<file path="config.mk">
export PLATFORM = sky130hd
export DESIGN_NAME = eth_rx
export DESIGN_NICKNAME = d
export VERILOG_FILES = /design/src/verilog/mac_pkg.sv /design/src/verilog/ip_pkg.sv /design/src/verilog/hdr_parser.sv /design/src/verilog/fcs_checker.sv /design/src/verilog/frame_judge.sv /design/src/verilog/eth_rx.sv
export SDC_FILE = /design/constraint.sdc
export NUM_CORES = 1
export LEC_CHECK = 0
export BUFFER_PORTS_ARGS = -buffer_cell sky130_fd_sc_hd__buf_2
export CAP_MARGIN = 20
export CORE_AREA = 8 8 186 188
export CTS_CLUSTER_SIZE = 24
export DETAILED_ROUTE_END_ITERATION = 6
export DIE_AREA = 0 0 194 196
export GPL_TIMING_DRIVEN = 0
export PLACE_DENSITY = 0.56
export SYNTH_ARGS = -nofsm -noshare
export SYNTH_HDL_FRONTEND = slang
export SYNTH_HIERARCHICAL = 1
export SYNTH_SLANG_ARGS = --single-unit
export TNS_END_PERCENT = 1
</file>
<file path="constraint.sdc">
create_clock -name clk -period 12.85 [get_ports clk]
set_input_delay 1.9275 -clock clk [delete_from_list [all_inputs] [get_ports clk]]
set_output_delay 1.9275 -clock clk [all_outputs]
set_load 0.02 [all_outputs]
</file>
<file path="src/verilog/mac_pkg.sv">
package mac_pkg;

  ////////////////////
  // field widths
  ////////////////////

  typedef logic [47:0] mac_addr_t;
  typedef logic [15:0] ethertype_t;
  typedef logic [31:0] crc32_t;
  typedef logic [2:0]  frame_kind_t;
  typedef logic [15:0] count_t;

  // ethertypes seen by the parser
  localparam ethertype_t ETH_TYPE_IPV4 = 16'h0800;
  localparam ethertype_t ETH_TYPE_ARP  = 16'h0806;

  localparam mac_addr_t MAC_BROADCAST = 48'hffffffffffff;

  // reflected crc-32, preset to all ones, no final inversion
  localparam crc32_t CRC32_POLY    = 32'hedb88320;
  localparam crc32_t CRC32_RESIDUE = 32'hdebb20e3;

  // shortest legal frame, fcs included
  localparam int unsigned MIN_FRAME_LEN = 64;

  // frame kind codes
  localparam frame_kind_t KIND_OTHER    = 3'd0;
  localparam frame_kind_t KIND_ARP      = 3'd1;
  localparam frame_kind_t KIND_ICMP     = 3'd2;
  localparam frame_kind_t KIND_UDP      = 3'd3;
  localparam frame_kind_t KIND_TCP      = 3'd4;
  localparam frame_kind_t KIND_IP_OTHER = 3'd5;

endpackage

</file>
<file path="src/verilog/ip_pkg.sv">
package ip_pkg;

  ////////////////////
  // ipv4 fields
  ////////////////////

  typedef logic [31:0] ipv4_t;
  typedef logic [7:0]  ip_proto_t;

  // protocol numbers
  localparam ip_proto_t PROTO_ICMP = 8'd1;
  localparam ip_proto_t PROTO_TCP  = 8'd6;
  localparam ip_proto_t PROTO_UDP  = 8'd17;

  // byte offsets counted from the first byte of the destination mac
  localparam int unsigned IP_PROTO_OFS = 23;
  localparam int unsigned IP_DST_OFS   = 30;

endpackage

</file>
<file path="src/verilog/hdr_parser.sv">
`timescale 1ns/1ns

module hdr_parser #(
  parameter mac_pkg::mac_addr_t MAC_ADDR  = 48'haadeadbeef01,
  parameter ip_pkg::ipv4_t      IPV4_ADDR = 32'hc0a80101
) (
  input  logic                 clk,
  input  logic                 rst_n,
  input  logic [7:0]           rx_d,
  input  logic                 rx_v,
  output logic                 hdr_done,
  output logic                 addr_ok,
  output logic                 runt,
  output mac_pkg::frame_kind_t kind
);

  typedef enum logic [1:0] {
    S_IDLE,
    S_HEADER,
    S_BODY
  } state_t;

  // last header byte we care about
  localparam int unsigned HDR_LAST = ip_pkg::IP_DST_OFS + 3;

  state_t               state;
  logic [15:0]          byte_cnt;
  logic [15:0]          idx;
  logic                 end_q;
  logic                 mac_hit;
  logic                 bc_hit;
  mac_pkg::ethertype_t  eth_type;
  ip_pkg::ip_proto_t    ip_proto;
  ip_pkg::ipv4_t        ip_dst;
  logic [7:0]           mac_byte;
  mac_pkg::frame_kind_t kind_next;
  logic                 addr_next;

  // byte index on rx_d restarts at zero out of idle
  assign idx = (state == S_IDLE) ? 16'd0 : byte_cnt;

  // expected destination byte in wire order
  assign mac_byte = (idx < 16'd6) ? MAC_ADDR[8 * (5 - int'(idx[2:0])) +: 8] : 8'h00;

  ////////////////////
  // state machine
  ////////////////////

  always_ff @(posedge clk) begin
    if (!rst_n) begin
      state <= S_IDLE;
      end_q <= 1'b0;
    end else begin
      end_q <= 1'b0;
      case (state)
        S_IDLE: begin
          if (rx_v) begin
            state <= S_HEADER;
          end
        end
        S_HEADER: begin
          if (!rx_v) begin
            state <= S_IDLE;
            end_q <= 1'b1;
          end else if (idx == HDR_LAST) begin
            state <= S_BODY;
          end
        end
        S_BODY: begin
          if (!rx_v) begin
            state <= S_IDLE;
            end_q <= 1'b1;
          end
        end
        default: state <= S_IDLE;
      endcase
    end
  end

  ////////////////////
  // field capture
  ////////////////////

  always_ff @(posedge clk) begin
    if (rx_v) begin
      // byte count saturates for oversized frames
      if (idx != 16'hffff) begin
        byte_cnt <= idx + 16'd1;
      end
      // fields only come from the header bytes
      if (state != S_BODY) begin
        if (idx == 16'd0) begin
          mac_hit  <= (rx_d == mac_byte);
          bc_hit   <= (rx_d == 8'hff);
          eth_type <= '0;
          ip_proto <= '0;
          ip_dst   <= '0;
        end else if (idx < 16'd6) begin
          mac_hit <= mac_hit & (rx_d == mac_byte);
          bc_hit  <= bc_hit & (rx_d == 8'hff);
        end
        if (idx == 16'd12 || idx == 16'd13) begin
          eth_type <= {eth_type[7:0], rx_d};
        end
        if (idx == ip_pkg::IP_PROTO_OFS) begin
          ip_proto <= rx_d;
        end
        if (idx >= ip_pkg::IP_DST_OFS && idx <= HDR_LAST) begin
          ip_dst <= {ip_dst[23:0], rx_d};
        end
      end
    end
  end

  // classify from the captured fields
  always_comb begin
    kind_next = mac_pkg::KIND_OTHER;
    if (eth_type == mac_pkg::ETH_TYPE_ARP) begin
      kind_next = mac_pkg::KIND_ARP;
    end else if (eth_type == mac_pkg::ETH_TYPE_IPV4) begin
      case (ip_proto)
        ip_pkg::PROTO_ICMP: kind_next = mac_pkg::KIND_ICMP;
        ip_pkg::PROTO_UDP:  kind_next = mac_pkg::KIND_UDP;
        ip_pkg::PROTO_TCP:  kind_next = mac_pkg::KIND_TCP;
        default:            kind_next = mac_pkg::KIND_IP_OTHER;
      endcase
    end
  end

  // ipv4 frames must also carry our address
  assign addr_next = (mac_hit | bc_hit) &
                     ((eth_type != mac_pkg::ETH_TYPE_IPV4) || (ip_dst == IPV4_ADDR));

  always_ff @(posedge clk) begin
    if (!rst_n) begin
      hdr_done <= 1'b0;
    end else begin
      hdr_done <= end_q;
    end
  end

  // results held until the next frame ends
  always_ff @(posedge clk) begin
    if (end_q) begin
      kind    <= kind_next;
      addr_ok <= addr_next;
      runt    <= (byte_cnt < mac_pkg::MIN_FRAME_LEN);
    end
  end

  a_hdr_done_single : assert property (
    @(posedge clk) disable iff (!rst_n) hdr_done |=> !hdr_done
  );

endmodule

</file>
<file path="src/verilog/fcs_checker.sv">
`timescale 1ns/1ns

module fcs_checker (
  input  logic       clk,
  input  logic       rst_n,
  input  logic [7:0] rx_d,
  input  logic       rx_v,
  output logic       fcs_done,
  output logic       fcs_ok
);

  mac_pkg::crc32_t crc;
  logic            v_q;
  logic            end_q;

  // one byte through the reflected crc, lsb first
  function automatic mac_pkg::crc32_t crc_byte(
    input mac_pkg::crc32_t c,
    input logic [7:0]      d
  );
    mac_pkg::crc32_t r;
    r = c ^ {24'h000000, d};
    for (int i = 0; i < 8; i++) begin
      r = r[0] ? ((r >> 1) ^ mac_pkg::CRC32_POLY) : (r >> 1);
    end
    return r;
  endfunction

  ////////////////////
  // running crc
  ////////////////////

  // preset on the first byte of a frame
  always_ff @(posedge clk) begin
    if (rx_v) begin
      crc <= crc_byte(v_q ? crc : '1, rx_d);
    end
  end

  always_ff @(posedge clk) begin
    if (!rst_n) begin
      v_q      <= 1'b0;
      end_q    <= 1'b0;
      fcs_done <= 1'b0;
    end else begin
      v_q      <= rx_v;
      end_q    <= v_q & ~rx_v;
      fcs_done <= end_q;
    end
  end

  // crc is untouched between the end edge and here
  always_ff @(posedge clk) begin
    if (end_q) begin
      fcs_ok <= (crc == mac_pkg::CRC32_RESIDUE);
    end
  end

  // done comes one edge after rx_v dropped
  a_fcs_done_after_end : assert property (
    @(posedge clk) disable iff (!rst_n) fcs_done |-> !$past(rx_v, 2)
  );

endmodule

</file>
<file path="src/verilog/frame_judge.sv">
`timescale 1ns/1ns

module frame_judge (
  input  logic                 clk,
  input  logic                 rst_n,
  input  logic                 hdr_done,
  input  logic                 addr_ok,
  input  logic                 runt,
  input  mac_pkg::frame_kind_t kind,
  input  logic                 fcs_done,
  input  logic                 fcs_ok,
  output logic                 frame_done,
  output logic                 frame_ok,
  output mac_pkg::frame_kind_t frame_kind,
  output mac_pkg::count_t      good_count,
  output mac_pkg::count_t      error_count,
  output mac_pkg::count_t      filtered_count
);

  logic is_err;
  logic is_filt;
  logic is_good;

  // holds at the top value
  function automatic mac_pkg::count_t sat_inc(input mac_pkg::count_t c);
    return (c == '1) ? c : c + 16'd1;
  endfunction

  ////////////////////
  // decision
  ////////////////////

  // bad fcs or short frame wins over addressing
  assign is_err  = ~fcs_ok | runt;
  assign is_filt = ~is_err & ~addr_ok;
  assign is_good = ~is_err & addr_ok;

  always_ff @(posedge clk) begin
    if (!rst_n) begin
      frame_done <= 1'b0;
      frame_ok   <= 1'b0;
    end else begin
      frame_done <= hdr_done;
      if (hdr_done) begin
        frame_ok <= is_good;
      end
    end
  end

  always_ff @(posedge clk) begin
    if (hdr_done) begin
      frame_kind <= kind;
    end
  end

  ////////////////////
  // statistics
  ////////////////////

  // exactly one counter moves per frame
  always_ff @(posedge clk) begin
    if (!rst_n) begin
      good_count     <= '0;
      error_count    <= '0;
      filtered_count <= '0;
    end else if (hdr_done) begin
      if (is_err) begin
        error_count <= sat_inc(error_count);
      end
      if (is_filt) begin
        filtered_count <= sat_inc(filtered_count);
      end
      if (is_good) begin
        good_count <= sat_inc(good_count);
      end
    end
  end

  // parser and crc checker finish on the same edge
  a_done_aligned : assert property (
    @(posedge clk) disable iff (!rst_n) hdr_done == fcs_done
  );

endmodule

</file>
<file path="src/verilog/eth_rx.sv">
`timescale 1ns/1ns

module eth_rx #(
  parameter mac_pkg::mac_addr_t MAC_ADDR  = 48'haadeadbeef01,
  parameter ip_pkg::ipv4_t      IPV4_ADDR = 32'hc0a80101
) (
  input  logic                 clk,
  input  logic                 rst_n,
  input  logic [7:0]           rx_d,
  input  logic                 rx_v,
  output logic                 frame_done,
  output logic                 frame_ok,
  output mac_pkg::frame_kind_t frame_kind,
  output mac_pkg::count_t      good_count,
  output mac_pkg::count_t      error_count,
  output mac_pkg::count_t      filtered_count
);

  logic                 hdr_done;
  logic                 addr_ok;
  logic                 runt;
  mac_pkg::frame_kind_t kind;
  logic                 fcs_done;
  logic                 fcs_ok;

  // header fields and crc run side by side on the same bytes
  hdr_parser #(
    .MAC_ADDR  (MAC_ADDR),
    .IPV4_ADDR (IPV4_ADDR)
  ) hdr_parser_inst (
    .clk      (clk),
    .rst_n    (rst_n),
    .rx_d     (rx_d),
    .rx_v     (rx_v),
    .hdr_done (hdr_done),
    .addr_ok  (addr_ok),
    .runt     (runt),
    .kind     (kind)
  );

  fcs_checker fcs_checker_inst (
    .clk      (clk),
    .rst_n    (rst_n),
    .rx_d     (rx_d),
    .rx_v     (rx_v),
    .fcs_done (fcs_done),
    .fcs_ok   (fcs_ok)
  );

  frame_judge frame_judge_inst (
    .clk            (clk),
    .rst_n          (rst_n),
    .hdr_done       (hdr_done),
    .addr_ok        (addr_ok),
    .runt           (runt),
    .kind           (kind),
    .fcs_done       (fcs_done),
    .fcs_ok         (fcs_ok),
    .frame_done     (frame_done),
    .frame_ok       (frame_ok),
    .frame_kind     (frame_kind),
    .good_count     (good_count),
    .error_count    (error_count),
    .filtered_count (filtered_count)
  );

endmodule

</file>
* Yosys cells after proc, flatten, opt, wreduce, memory -nomap -nowiden *
Index checks and enable logic that the tools add are counted.
Widths: inputs -> output; s select.

word-level totals
  output and inout bits = 53
  logic and storage cells = 133
  bits in registers = 171
  input bits = 11

operators by class
  mux-type cells = 29
  reductions and logical operators = 21
  $add $sub $neg = 5
  shifts and indexed selects = 1
  magnitude comparators = 4
  equality and inequality tests = 24
  bitwise operators = 25

operators by type and width
  cell                      count
  $mux 32                   10
  $not 13->14               8
  $add 16x1->16 const B     4
  $eq 32x32->1 const B      2
  $eq 16x16->1 const B      3
  $mux 16                   3
  $shiftx 48x32->8 const A  1
  $eq 16x12->1 const B      2
  $eq 16x4->1 const B       2
  $xor 32x8->32             1
  $mux 31                   1
  $mux 8                    3
  $reduce_and 3->1          8
  $eq 16x5->1 const B       1
  $eq 16x6->1 const B       1
  $ge 16x5->1 const B       1
  $le 16x6->1 const B       1
  $logic_not 16->1          1
  $lt 16x3->1 const B       1
  $lt 16x7->1 const B       1
  $ne 16x12->1 const B      1
  $ne 16x16->1 const B      1
  $pmux 3 s3                1
  $eq 8x1->1 const B        1
  21 further kinds          50

* Longest topological paths before layout *
  word-level depth = 18
  mapped depth = 11
  gate-level depth less buffers = 9

* Hierarchy *
The synthesis kept the hierarchy.

by module, submodules not included
  module       area each (um2)  cells an instance  sequential area each (um2)  times used
  hdr_parser   4284.1           353                2452.4                      1
  frame_judge  2636.3           305                1091.0                      1
  fcs_checker  2457.4           201                1051.0                      1

* Worst setup path after synthesis *
No wires, ideal clock.

  path kind = reg-to-reg
  from = register hdr_parser_inst.state[0]
  to = register hdr_parser_inst.ip_dst[0] (enable)
  library setup time = 0.432 ns
  data arrival time = 3.651 ns
  required time = 12.418 ns
  buffers on the path = 1
  stages on the path, launching flop included = 10
  slack = 8.767 ns
  clock period less this slack = 4.083 ns
  cells stage by stage = dfxtp_1 -> inv_1 -> ha_1 -> buf_2 -> nor2b_1 -> ha_1 -> nand4b_1 -> a2111oi_4 -> o22ai_1 -> a21oi_1

on the way
  cells in the longest elaborated chain, start to end = 6
  elaborated cells between the ends (all ways) = 9
  those cells by class = order compare (2); eq/ne (1); mux (1); reduce/logical (5)

RTL lines
  item                                               line               text
  start, declared                                    hdr_parser.sv:26   state_t state;
  start signal, assigned                             hdr_parser.sv:51   state <= S_IDLE;
  start signal, assigned                             hdr_parser.sv:58   state <= S_HEADER;
  start signal, assigned                             hdr_parser.sv:63   state <= S_IDLE;
  $logic_not 2->1                                    hdr_parser.sv:40   assign idx = (state == S_IDLE) ? 16'd0 : byte_cnt;
  $mux 16                                            hdr_parser.sv:40
  $ge 16x5->1 / $le 16x6->1 (equally long branches)  hdr_parser.sv:108  if (idx >= ip_pkg::IP_DST_OFS && idx <= HDR_LAST) begin
  $logic_and 1x1->1                                  hdr_parser.sv:108
  $reduce_bool 2->1 (no line)                        -
  $reduce_and 3->1 (no line) *                       -
  end signal, assigned                               hdr_parser.sv:109  ip_dst <= {ip_dst[23:0], rx_d};
  end, declared                                      hdr_parser.sv:34   ip_pkg::ipv4_t ip_dst;

Every way passes the cells marked *; elsewhere a longest branch is shown, timed or not.
A chain may end at the register's enable or synchronous reset.

* Worst setup path after layout *
  from = input port rx_v
  to = register hdr_parser_inst.eth_type[10] (enable)

on the way
  cells in the longest elaborated chain, start to end = 1

RTL lines
  item                        line               text
  start, declared             eth_rx.sv:10       input logic rx_v,
  $reduce_and 3->1 (no line)  -
  end signal, assigned        hdr_parser.sv:103  eth_type <= {eth_type[7:0], rx_d};
  end, declared               hdr_parser.sv:32   mac_pkg::ethertype_t eth_type;

No other way between the ends.

==> metrics.txt <==
CTS tree built; # IOs 64; clk root buf clkbuf_16; GPL Wtd Cong 0.798; Iteration-0 DRC Markers about 370; drt pass-1 iters 5; Worst VDD drop 0.0931 mV; Reg2Reg Launch Point hdr_parser_inst/state[0]; number of global-route vias before repair 6470; max-slew violations 0; Fmax 255 MHz; multi-input logic area 0.00448 mm2; setup violators final 0; GRT met2 Usage 18.3%; busiest metal layer after global routing met2; area added between synthesis and finish 16.2%; final setup margin 8.92 ns; Ant. Diodes 0; DIE AREA approximately 0.038 mm2; clock slew at reported path FFs about 0.070 ns; placed instance area 0.0102 mm2; share of the clock period used by the worst path 30.6%; Avg WL per Cell 15.8 um; largest net degree at the start of global routing 41; critical path launch point type primary input; HP Class reg -> reg; worst-skew pair later-pin latency 0.43 ns; Rel. slew slack about two fifths; CTS H-tree depth 4; Leak Pwr 3.79 nW; yosys warns 6; Post-Place Setup Slack 8.41 ns; fin util about a third; crit-path max cell delay 0.77 ns; hold buffer count at CTS 0; Fillers 3225; Clk pwr share 34.8%; Reg power frac between 40 and 50%; initial antenna violation count 0; Switching Fraction between 20 and 30%; syn_nets 880; final routed DRC violation total 0; Core Area 0.0319 mm2; Initial Utilization between 20 and 30%; Tightest Pin Transition slightly below 0.9 ns; GRT Total Usage 11.4%; first-pass GRT wire length 35.1 mm; # Post-CTS Setup Buffers 0; Longest Clk Path Bufs 2; Maximum Capacitance Violations 0; Gate Count Post-Synth between 800 and 900; setup TNS 0 ns; Worst path slowest cell a21oi_1; RSZ-0062 raised after global routing false; Detail Placement HPWL 15.2 mm; DRT Wirelength roughly 21 mm; Overflow after GRT 0; Hold Fails Final Rpt 0; critical-path cell list buf_2 -> nand2b_1 -> a21oi_1 -> buf_4; GR Util met1 14.9%; status complete, no violations; power density cells 147 mW/mm2; # rows 66; worst r2r dst hdr_parser_inst/eth_type[10]; Final Instance Area around 0.011 mm2; Worst Path Required 12.99 ns; Hold Path Origin hdr_parser_inst/kind[0]; CTS buffer count 17; IO buf count 63; total clock sinks 171; share of cells above drive strength 1 16.0%; DR vias 6766; FF-to-FF setup slack 9.31 ns; Final ANT Viol Nets 0; P_int 1.16 mW; Post-Syn Area 0.00935 mm2; die height 196 um; CTS resizes 0; Comb power frac 19.9%; min cycle time layout 3.93 ns; Die Span X 194 um; reg2reg path depth 10; worst setup path class in -> reg; Hold WS around 0.42 ns; clock skew 0.0117 ns; Avg Cell Area, Syn 10.9 um2; Seq. cell area 0.00457 mm2; fin nets 964; switching power 435 uW; Worst EP arrival 4.06 ns; CP endpoint kind register; worst setup path end hdr_parser_inst/eth_type[10]; met3 global-route usage between 2 and 3%; vias per cell 4.97; critical path fanouts, max 40; Critical Path Start rx_v
area by class of cell:
| class | count | area share, % |
|---|---|---|
| plain buffers | 46 | 2.29 |
| multi-input cells | 625 | 41.3 |
| flip-flops and latches | 171 | 42.1 |
| well taps | 408 | 4.70 |
| repair buffers | 65 | 3.16 |
| inverters | 15 | 0.518 |
| clock inverters | 11 | 1.12 |
| clock buffers | 21 | 4.84 |
cells in the final DEF, fill, tap and decap left out, types with 16 or more instances in the layout:
cell type	count
a21oi_1	43
and2_1	60
buf_2	80
clkbuf_1	17
clkbuf_16	21
dfxtp_1	56
edfxtp_1	115
nand2_1	66
nand2b_1	19
nand3_1	17
nand4_1	31
nor2_1	29
nor2b_1	17
o21ai_0	20
o31ai_1	21
or3_1	16
or4_1	20
xnor2_1	59
xor2_1	38
layer usage:
layer | routed length, um | vias up
li1 | - | 3349
met1 | 10200 | 3229
met2 | 9990 | 159
met3 | 1040 | 29
met4 | 288 | 0
met5 | 0 | -
state kept, by name (all words and copies together), names as in the netlist, 8 cells and up:
register                         flops
hdr_parser_inst/byte_cnt            16
frame_judge_inst/good_count         16
hdr_parser_inst/eth_type            16
fcs_checker_inst/crc                32
frame_judge_inst/error_count        16
frame_judge_inst/filtered_count     16
hdr_parser_inst/ip_proto             8
hdr_parser_inst/ip_dst              32
worst min path at each step:
stage               cells after the start  slack, ns                              to
CTS                                     0       0.43  frame_judge_inst/frame_kind[0]
detailed placement                      0       0.41  frame_judge_inst/frame_kind[0]
floorplan                               0       0.40  frame_judge_inst/frame_kind[0]
global placement                        0       0.41  frame_judge_inst/frame_kind[1]
global route                            0       0.44         fcs_checker_inst/fcs_ok
finish                                  0       0.42  frame_judge_inst/frame_kind[0]
power by group through the flow:
stage / logic [mW] / clock network, mW / registers (mW)
2_1_floorplan: 0.251 / 0 / 0.720
3_3_place_gp: 0.310 / 0 / 0.735
3_5_place_dp: 0.318 / 0 / 0.734
4_1_cts: 0.321 / 0.574 / 0.722
5_1_grt: 0.350 / 0.593 / 0.730
6_report: 0.318 / 0.555 / 0.721
critical path, delay by kind of cell:
family | cells | cell delay (ns)
and+or+nand+nor | 1 | 0.37
buffers and inverters | 2 | 0.96
AOI/OAI and AO/OA | 1 | 0.77
metrics by stage:
stage,cells,power [mW]
after floorplan,857,0.971
after global placement,1328,1.04
after detailed placement,1330,1.05
after CTS,1362,1.62
after global routing,1362,1.67
final,1362,1.59
(Power assumes the default switching activity.)
